File: config.mk
export PLATFORM = sky130hd
export DESIGN_NAME = rename_unit
export DESIGN_NICKNAME = d
export VERILOG_FILES = /design/src/verilog/rename_pkg.sv /design/src/verilog/checkpoint_pool.sv /design/src/verilog/free_list.sv /design/src/verilog/rename_ctrl.sv /design/src/verilog/rename_map_table.sv /design/src/verilog/rename_unit.sv
export SDC_FILE = /design/constraint.sdc
export NUM_CORES = 2
export LEC_CHECK = 0
export BUFFER_PORTS_ARGS = -buffer_cell sky130_fd_sc_hd__buf_2
export CELL_PAD_IN_SITES_DETAIL_PLACEMENT = 1
export CELL_PAD_IN_SITES_GLOBAL_PLACEMENT = 2
export CORE_ASPECT_RATIO = 2
export CORE_MARGIN = 4
export CORE_UTILIZATION = 24
export CTS_CLUSTER_DIAMETER = 80
export CTS_CLUSTER_SIZE = 12
export DETAILED_ROUTE_END_ITERATION = 6
export HOLD_SLACK_MARGIN = 0.06
export PLACE_DENSITY_LB_ADDON = 0.05
export REMOVE_ABC_BUFFERS = 1
export SETUP_SLACK_MARGIN = 0.3
export SLEW_MARGIN = 0
export SYNTH_ARGS = -nofsm -noshare
export SYNTH_HDL_FRONTEND = slang
export SYNTH_SLANG_ARGS = --single-unit
File: constraint.sdc
create_clock -name clk -period 72 [get_ports clk]
set_input_delay 14.4 -clock clk [delete_from_list [all_inputs] [get_ports clk]]
set_output_delay 14.4 -clock clk [all_outputs]
set_load 0.05 [all_outputs]
File: src/verilog/rename_pkg.sv
package rename_pkg;

    // register file geometry
    localparam int NUM_LOGICAL = 32;
    localparam int LOG_W       = 5;
    localparam int NUM_PHYS    = 128;
    localparam int TAG_W       = 8;   // top bit only ever set by the sentinels
    localparam int NUM_PAGES   = 8;
    localparam int PAGE_W      = 3;

    // free list geometry, the first NUM_LOGICAL tags start out mapped
    localparam int FREE_DEPTH  = NUM_PHYS - NUM_LOGICAL;
    localparam int FREE_IDX_W  = 7;

    // sentinel tags reported on the response port
    localparam logic [TAG_W-1:0] TAG_UNUSED_SRC = 8'd254;
    localparam logic [TAG_W-1:0] TAG_NO_RD      = 8'd255;

    // RV32I major opcodes that the stage tells apart
    localparam logic [6:0] OPC_JALR   = 7'b1100111;
    localparam logic [6:0] OPC_LOAD   = 7'b0000011;
    localparam logic [6:0] OPC_IMM    = 7'b0010011;
    localparam logic [6:0] OPC_LUI    = 7'b0110111;
    localparam logic [6:0] OPC_AUIPC  = 7'b0010111;
    localparam logic [6:0] OPC_JAL    = 7'b1101111;
    localparam logic [6:0] OPC_BRANCH = 7'b1100011;
    localparam logic [6:0] OPC_STORE  = 7'b0100011;
    localparam logic [6:0] OPC_NOP    = 7'b0000000;

    typedef struct packed {
        logic [6:0]       opcode;
        logic [LOG_W-1:0] rs1;
        logic [LOG_W-1:0] rs2;
        logic [LOG_W-1:0] rd;
        logic             take_ckpt;  // branch or jump that may need recovery
    } rename_req_t;

    typedef struct packed {
        logic             fire;       // request transfers this cycle
        logic             use_rs1;
        logic             use_rs2;
        logic             write_rd;   // already qualified by fire
        logic             save_ckpt;  // already qualified by fire
        logic [LOG_W-1:0] rs1;
        logic [LOG_W-1:0] rs2;
        logic [LOG_W-1:0] rd;
    } rename_cmd_t;

    typedef struct packed {
        logic [TAG_W-1:0]  src1_tag;
        logic [TAG_W-1:0]  src2_tag;
        logic [TAG_W-1:0]  rd_tag;
        logic [TAG_W-1:0]  prev_tag;
        logic [PAGE_W-1:0] ckpt_page;
    } rename_rsp_t;

    typedef struct packed {
        logic              mispredict;
        logic              correct;
        logic [PAGE_W-1:0] page;
    } recover_t;

endpackage

File: src/verilog/checkpoint_pool.sv
`timescale 1ns/1ps

module checkpoint_pool import rename_pkg::*; (
    input  logic              clk,
    input  logic              reset,
    input  rename_cmd_t       cmd,
    input  logic              resolve_valid,
    input  recover_t          resolve,
    output logic [PAGE_W-1:0] alloc_page,
    output logic              pool_full
);

    logic [PAGE_W-1:0] oldest_q;  // page of the oldest unresolved branch
    logic [PAGE_W-1:0] next_q;    // page the next checkpoint lands in
    logic [PAGE_W:0]   count_q;   // 0 to NUM_PAGES pages held
    logic [PAGE_W-1:0] keep_span; // pages older than the mispredicted one
    logic              release_oldest;
    logic              squash;

    assign squash         = resolve_valid && resolve.mispredict;
    assign release_oldest = resolve_valid && resolve.correct && (count_q != '0);
    assign keep_span      = resolve.page - oldest_q;

    always_ff @(posedge clk) begin
        if (reset) begin
            oldest_q <= '0;
            next_q   <= '0;
            count_q  <= '0;
        end else if (squash) begin
            // the faulting page and everything younger go back to the pool
            next_q  <= resolve.page;
            count_q <= {1'b0, keep_span};
        end else begin
            if (cmd.save_ckpt) next_q <= next_q + 1'b1;
            if (release_oldest) oldest_q <= oldest_q + 1'b1;
            case ({cmd.save_ckpt, release_oldest})
                2'b10:   count_q <= count_q + 1'b1;
                2'b01:   count_q <= count_q - 1'b1;
                default: count_q <= count_q;
            endcase
        end
    end

    assign alloc_page = next_q;
    assign pool_full  = (count_q == (PAGE_W+1)'(NUM_PAGES));

endmodule

File: src/verilog/free_list.sv
`timescale 1ns/1ps

module free_list import rename_pkg::*; (
    input  logic              clk,
    input  logic              reset,
    input  rename_cmd_t       cmd,
    input  logic [PAGE_W-1:0] alloc_page,
    input  logic              restore,
    input  logic [PAGE_W-1:0] restore_page,
    input  logic              free_valid,
    input  logic [TAG_W-1:0]  free_tag,
    output logic [TAG_W-1:0]  head_tag,
    output logic              empty
);

    logic [TAG_W-1:0]      slot_q [FREE_DEPTH];
    logic [FREE_IDX_W-1:0] head_q;
    logic [FREE_IDX_W-1:0] tail_q;
    logic                  head_wrap_q;  // wrap bits tell full from empty
    logic                  tail_wrap_q;
    logic [FREE_IDX_W-1:0] saved_idx_q [NUM_PAGES];
    logic                  saved_wrap_q [NUM_PAGES];
    logic [FREE_IDX_W-1:0] head_nxt;
    logic                  head_wrap_nxt;

    localparam logic [FREE_IDX_W-1:0] LAST_IDX = FREE_IDX_W'(FREE_DEPTH - 1);

    // head after this cycle's pop, also what a checkpoint records
    always_comb begin
        head_nxt      = head_q;
        head_wrap_nxt = head_wrap_q;
        if (cmd.write_rd) begin
            head_nxt      = (head_q == LAST_IDX) ? '0 : head_q + 1'b1;
            head_wrap_nxt = head_wrap_q ^ (head_q == LAST_IDX);
        end
    end

    always_ff @(posedge clk) begin
        if (reset) begin
            head_q      <= '0;
            head_wrap_q <= 1'b0;
            tail_q      <= '0;
            tail_wrap_q <= 1'b1;  // starts full
        end else begin
            if (restore) begin
                head_q      <= saved_idx_q[restore_page];
                head_wrap_q <= saved_wrap_q[restore_page];
            end else begin
                head_q      <= head_nxt;
                head_wrap_q <= head_wrap_nxt;
            end
            if (free_valid) begin
                tail_q      <= (tail_q == LAST_IDX) ? '0 : tail_q + 1'b1;
                tail_wrap_q <= tail_wrap_q ^ (tail_q == LAST_IDX);
            end
        end
    end

    always_ff @(posedge clk) begin
        if (reset) begin
            for (int i = 0; i < FREE_DEPTH; i++) begin
                slot_q[i] <= TAG_W'(NUM_LOGICAL + i);  // tags above the identity map
            end
        end else if (free_valid) begin
            slot_q[tail_q] <= free_tag;
        end
    end

    always_ff @(posedge clk) begin
        if (cmd.save_ckpt) begin
            saved_idx_q[alloc_page]  <= head_nxt;
            saved_wrap_q[alloc_page] <= head_wrap_nxt;
        end
    end

    assign head_tag = slot_q[head_q];
    assign empty    = (head_q == tail_q) && (head_wrap_q == tail_wrap_q);

endmodule

File: src/verilog/rename_ctrl.sv
`timescale 1ns/1ps

module rename_ctrl import rename_pkg::*; (
    input  logic              clk,
    input  logic              reset,
    input  logic              req_valid,
    input  rename_req_t       req,
    output logic              req_ready,
    input  logic              resolve_valid,
    input  recover_t          resolve,
    input  logic              empty,
    input  logic              pool_full,
    output rename_cmd_t       cmd,
    output logic              restore,
    output logic [PAGE_W-1:0] restore_page,
    output logic              rsp_valid
);

    typedef enum logic {
        RUN     = 1'b0,
        RECOVER = 1'b1
    } state_t;

    state_t state_q;
    logic   no_src;    // lui, auipc, jal
    logic   one_src;   // jalr, load, immediate alu
    logic   no_rd;     // branch, store, nop
    logic   needs_rd;

    always_comb begin
        no_src  = (req.opcode == OPC_LUI) || (req.opcode == OPC_AUIPC) ||
                  (req.opcode == OPC_JAL);
        one_src = (req.opcode == OPC_JALR) || (req.opcode == OPC_LOAD) ||
                  (req.opcode == OPC_IMM);
        no_rd   = (req.opcode == OPC_BRANCH) || (req.opcode == OPC_STORE) ||
                  (req.opcode == OPC_NOP);
    end

    assign needs_rd = !no_rd && (req.rd != '0);  // x0 is never renamed

    // hold off while a resolve is in flight or a needed resource is exhausted
    assign req_ready = (state_q == RUN) && !resolve_valid &&
                       (!needs_rd || !empty) && (!req.take_ckpt || !pool_full);

    always_comb begin
        cmd.fire      = req_valid && req_ready;
        cmd.use_rs1   = !no_src;
        cmd.use_rs2   = !no_src && !one_src;
        cmd.write_rd  = cmd.fire && needs_rd;
        cmd.save_ckpt = cmd.fire && req.take_ckpt;
        cmd.rs1       = req.rs1;
        cmd.rs2       = req.rs2;
        cmd.rd        = req.rd;
    end

    always_ff @(posedge clk) begin
        if (reset) begin
            state_q   <= RUN;
            rsp_valid <= 1'b0;
        end else begin
            rsp_valid <= cmd.fire;  // response follows acceptance by one cycle
            case (state_q)
                RUN: if (resolve_valid && resolve.mispredict) state_q <= RECOVER;
                default: state_q <= RUN;  // recovery always takes a single cycle
            endcase
        end
    end

    always_ff @(posedge clk) begin
        if (resolve_valid && resolve.mispredict) restore_page <= resolve.page;
    end

    assign restore = (state_q == RECOVER);

endmodule

File: src/verilog/rename_map_table.sv
`timescale 1ns/1ps

module rename_map_table import rename_pkg::*; (
    input  logic              clk,
    input  logic              reset,
    input  rename_cmd_t       cmd,
    input  logic [TAG_W-1:0]  head_tag,
    input  logic [PAGE_W-1:0] alloc_page,
    input  logic              restore,
    input  logic [PAGE_W-1:0] restore_page,
    output rename_rsp_t       rsp
);

    // speculative alias table, one physical tag per architectural register
    logic [TAG_W-1:0] map_q [NUM_LOGICAL];

    // checkpoint pages, each a full copy of the table
    logic [TAG_W-1:0] page_q [NUM_PAGES][NUM_LOGICAL];

    // table as it will look once this cycle's rd remap lands
    logic [TAG_W-1:0] map_nxt [NUM_LOGICAL];

    // lookups against the table before the remap
    logic [TAG_W-1:0] src1_tag;
    logic [TAG_W-1:0] src2_tag;
    logic [TAG_W-1:0] prev_tag;

    always_comb begin
        map_nxt = map_q;
        if (cmd.write_rd) begin
            map_nxt[cmd.rd] = head_tag;  // rd takes the tag at the free-list head
        end
    end

    always_comb begin
        if (cmd.use_rs1) begin
            src1_tag = map_q[cmd.rs1];
        end else begin
            src1_tag = TAG_UNUSED_SRC;
        end

        if (cmd.use_rs2) begin
            src2_tag = map_q[cmd.rs2];
        end else begin
            src2_tag = TAG_UNUSED_SRC;
        end

        if (cmd.write_rd) begin
            prev_tag = map_q[cmd.rd];  // freed once this instruction commits
        end else begin
            prev_tag = TAG_NO_RD;
        end
    end

    always_ff @(posedge clk) begin
        if (reset) begin
            for (int i = 0; i < NUM_LOGICAL; i++) begin
                map_q[i] <= TAG_W'(i);  // identity mapping out of reset
            end
        end else if (restore) begin
            map_q <= page_q[restore_page];  // roll back to the branch's view
        end else begin
            map_q <= map_nxt;
        end
    end

    // a branch that writes rd (jal, jalr) keeps its own remap in the page
    always_ff @(posedge clk) begin
        if (cmd.save_ckpt) begin
            page_q[alloc_page] <= map_nxt;
        end
    end

    always_ff @(posedge clk) begin
        if (cmd.fire) begin
            rsp.src1_tag  <= src1_tag;
            rsp.src2_tag  <= src2_tag;
            rsp.rd_tag    <= cmd.write_rd ? head_tag : TAG_NO_RD;
            rsp.prev_tag  <= prev_tag;
            rsp.ckpt_page <= alloc_page;  // only meaningful with take_ckpt set
        end
    end

endmodule

File: src/verilog/rename_unit.sv
`timescale 1ns/1ps

module rename_unit import rename_pkg::*; (
    input  logic             clk,
    input  logic             reset,
    input  logic             req_valid,
    input  rename_req_t      req,
    output logic             req_ready,
    output logic             rsp_valid,
    output rename_rsp_t      rsp,
    input  logic             resolve_valid,
    input  recover_t         resolve,
    input  logic             free_valid,
    input  logic [TAG_W-1:0] free_tag,
    output logic             ckpt_full
);

    rename_cmd_t       cmd;
    logic              restore;
    logic [PAGE_W-1:0] restore_page;
    logic [PAGE_W-1:0] alloc_page;
    logic [TAG_W-1:0]  head_tag;
    logic              empty;

    rename_ctrl u_ctrl (
        .clk           (clk),
        .reset         (reset),
        .req_valid     (req_valid),
        .req           (req),
        .req_ready     (req_ready),
        .resolve_valid (resolve_valid),
        .resolve       (resolve),
        .empty         (empty),
        .pool_full     (ckpt_full),
        .cmd           (cmd),
        .restore       (restore),
        .restore_page  (restore_page),
        .rsp_valid     (rsp_valid)
    );

    checkpoint_pool u_pool (
        .clk           (clk),
        .reset         (reset),
        .cmd           (cmd),
        .resolve_valid (resolve_valid),
        .resolve       (resolve),
        .alloc_page    (alloc_page),
        .pool_full     (ckpt_full)   // pool state is exported as is
    );

    rename_map_table u_map (
        .clk          (clk),
        .reset        (reset),
        .cmd          (cmd),
        .head_tag     (head_tag),
        .alloc_page   (alloc_page),
        .restore      (restore),
        .restore_page (restore_page),
        .rsp          (rsp)
    );

    free_list u_free (
        .clk          (clk),
        .reset        (reset),
        .cmd          (cmd),
        .alloc_page   (alloc_page),
        .restore      (restore),
        .restore_page (restore_page),
        .free_valid   (free_valid),
        .free_tag     (free_tag),
        .head_tag     (head_tag),
        .empty        (empty)
    );

endmodule
==> flow_summary.json <==
{
  "timing.critical_path.slowest_cell_delay_ns": 0.39,
  "drc": 0,
  "end_kind": "output pin",
  "async_flop_share": 0,
  "seqCellArea_um2": 101000,
  "cts_buffers": 344,
  "wirelength_um": 610000,
  "finalNetCount": 8732,
  "final_hold_viol_count": 0,
  "setup_viol": 0,
  "crit_type": "primary input to output pin",
  "power_switching_w": 0.00112,
  "final_cell_mix": "edfxtp_1 (3,174), mux4_2 (894), nand2_1 (505)",
  "p_total_w": 0.00438,
  "ys_seq_area_frac": 0.686,
  "grt_antenna_before_repair": 22,
  "grt_pass1_wl_um": 827000,
  "grt_start_max_net_pins": 103,
  "grt_pass1_vias": 90715,
  "synth_compound_area_frac": 0.0459,
  "holdCritPathClass": "flop to flop",
  "synthesis.area_um2": 147000,
  "dieArea_um2": 628000,
  "syn_avg_cell_area_um2": 17.1,
  "cts.sinks": 3461,
  "layout_commonest_cell": "edfxtp_1",
  "outcome": "completed",
  "p_comb_frac": 0.097,
  "path_clk_slew_ns": 0.07,
  "synth_edf_count": 3174,
  "fill_cells": 63435,
  "synth_top_family_by_area": "multiplexers",
  "post_cts_resized": 0,
  "ant_nets": 0,
  "post-cts-setup-buffer-count": 0,
  "tritoncts": "yes",
  "cp_slowest_cell": "buf_4",
  "crit_family": "buffers and inverters",
  "firstDrtPassIters": 5,
  "rsz0062_at_grt": "false",
  "drive_gt1_frac": 0.226,
  "p_clk_frac": 0.388,
  "dp_hpwl_um": 398000,
  "place_congestion": 0.790,
  "critPathBufInv": 3,
  "reg2regPathDepth": 13,
  "min_delay_path_depth": 2,
  "clk_path_buf_depth": 5,
  "die_x_um": 562,
  "synth_ff_type": "edfxtp_1",
  "reg2reg_to": "u_map.page_q[3][210]",
  "swShare": 0.256,
  "muxShareOfSynthArea": 0.176,
  "synth-simple-area-share": 0.0671,
  "crit_fanout": 14,
  "p_leak_nw": 52.4,
  "powerDensity_nw_per_um2": 26.1,
  "clk_latency_ns": 1.02,
  "p_seq_frac": 0.515,
  "wire_per_inst_um": 35.7,
  "cap_violations": 0,
  "core_um2": 612000,
  "fin_crit_sh": 0.422,
  "syn_inst": 8608,
  "fin_crit_ns": 30.39,
  "timing.rr.start": "u_free.head_q[0]",
  "start_kind": "primary input",
  "worstHoldStart": "u_ctrl.restore_page[0]",
  "synthAdderAreaFrac": 0.000951,
  "fin_worst_skew_ns": 0.0897,
  "area_growth_pct": 14.0,
  "rrSetupSlack_ns": 64.39,
  "clock-root-buffer": "clkbuf_16",
  "ys_warn_count": 0,
  "track_usage": 0.192,
  "htreeDepth": 5,
  "critPathArrivalTime_ns": 15.99,
  "post_drt_via_cell_ratio": 4.79,
  "initial_core_util": 0.241,
  "p_int_w": 0.00326,
  "maxSlewViolCount": 0,
  "io_pins": 79,
  "synth_cell_types": 83,
  "ir_drop_mv": 0.0155,
  "portBuffers": 78,
  "synthXorXnorAreaFrac": 0.00154,
  "grt_overflow_total": 0,
  "die_y_um": 1120,
  "postCtsHoldBufs": 0,
  "drt_iter0_markers": 5094,
  "ys_ff_latch": 3461,
  "vias": 81757,
  "required_ns": 57.60,
  "multi_input_area_um2": 43500,
  "path_cells": "buf_2, nor3_2, buf_4, nand2_1, nand2_1, o21a_1, buf_2",
  "relSlewSlack": 0.0319,
  "clock.fmax_ghz": 0.0329,
  "rows": 406,
  "finalSetupTns_ns": 0,
  "worst_pin_slew_ns": 1.45
}
cell families (layout without fill, tap and decap cells):
family | Yosys count | after routing
compound gates | 1063 | 1063
buf+inv | 762 | 1026
fa+ha+maj | 10 | 10
simple gates | 1879 | 1879
xor+xnor | 26 | 26
other cells | 0 | 53
flops | 3461 | 3461
mux | 1407 | 1407
sequential cells by signal (all words and copies together), names as in the netlist, 3 cells and up, named ones only:
name and flops:
u_free.head_q 7, u_free.slot_q 1024, u_free.saved_wrap_q 8, u_map.page_q 2048, u_free.tail_q 7, u_pool.oldest_q 3
u_map.map_q 256, u_pool.alloc_page 3, u_ctrl.restore_page 3, u_pool.count_q 4, u_map.rsp 35, u_free.saved_idx_q 56
worst max path at each step:
stage | from | endpoint | slack [ns] | depth (start not counted)
2_1_floorplan | req[5] | u_free.saved_idx_q[0][0] | 36.99 | 5
3_3_place_gp | req[5] | req_ready | 41.57 | 7
3_5_place_dp | req[5] | req_ready | 41.59 | 7
4_1_cts | req[5] | req_ready | 41.57 | 7
5_1_grt | req[5] | req_ready | 41.54 | 7
6_report | req[5] | req_ready | 41.61 | 7
power by group through the flow:
stage | clock network [W] | registers, W | logic [W]
after floorplan | 0 | 0.00233 | 0.000309
after detailed placement | 0 | 0.00230 | 0.000445
after global placement | 0 | 0.00230 | 0.000442
after CTS | 0.00178 | 0.00226 | 0.000445
after global routing | 0.00184 | 0.00226 | 0.000453
final | 0.00170 | 0.00226 | 0.000425
per-stage QoR:
step                      std cells  hold slack (ns)   util  setup slack, ns  area [um^2]
after detailed placement      16495            0.437  0.259            41.59       158000
final                         17085            0.457  0.275            41.61       168000
after floorplan                7874            0.415      -            36.99       144000
after CTS                     17032            0.467  0.275            41.57       168000
after global routing          17068            0.496  0.275            41.54       168000
after global placement        16495            0.446  0.259            41.57       158000
cell type report:
| type | instances | share of cell area |
|---|---|---|
| sequential | 3461 | 0.601 |
| multi-input combinational | 4385 | 0.259 |
| tap | 8160 | 0.0607 |
| clock buffer | 524 | 0.0558 |
| timing repair buffer | 461 | 0.0207 |
| clock inverter | 13 | 0.000849 |
| antenna | 53 | 0.000789 |
| inverter | 28 | 0.000715 |
synth_stat cells, types with 55 or more instances:
cell,count,share of area
o211ai_1,68,0.0035
nand2_1,518,0.013
edfxtp_1,3174,0.65
a221oi_1,83,0.0049
mux2_2,159,0.012
or3_1,365,0.015
o21ai_0,394,0.013
and2_1,405,0.017
buf_1,104,0.0026
mux4_2,894,0.14
mux2i_1,326,0.022
clkbuf_1,530,0.013
a31oi_1,125,0.0053
nor2_1,228,0.0058
nand3_1,124,0.0042
o41ai_1,55,0.0033
a21oi_1,150,0.0051
dfxtp_1,287,0.039
layer usage:
layer | part of all wire | wire, um | global-route usage
met1 | 0.35 | 213000 | 0.196
met2 | 0.58 | 357000 | 0.392
met3 | 0.022 | 13600 | 0.0175
met4 | 0.043 | 26300 | 0.0759
met5 | 0 | 0 | 0
tightest hold or removal path, stage by stage, from the launching register on:
cell and delay, ns:
edfxtp_1 0.33, nand2_1 0.05, nand2_1 0.05
Power figures use the tool's default switching activity.
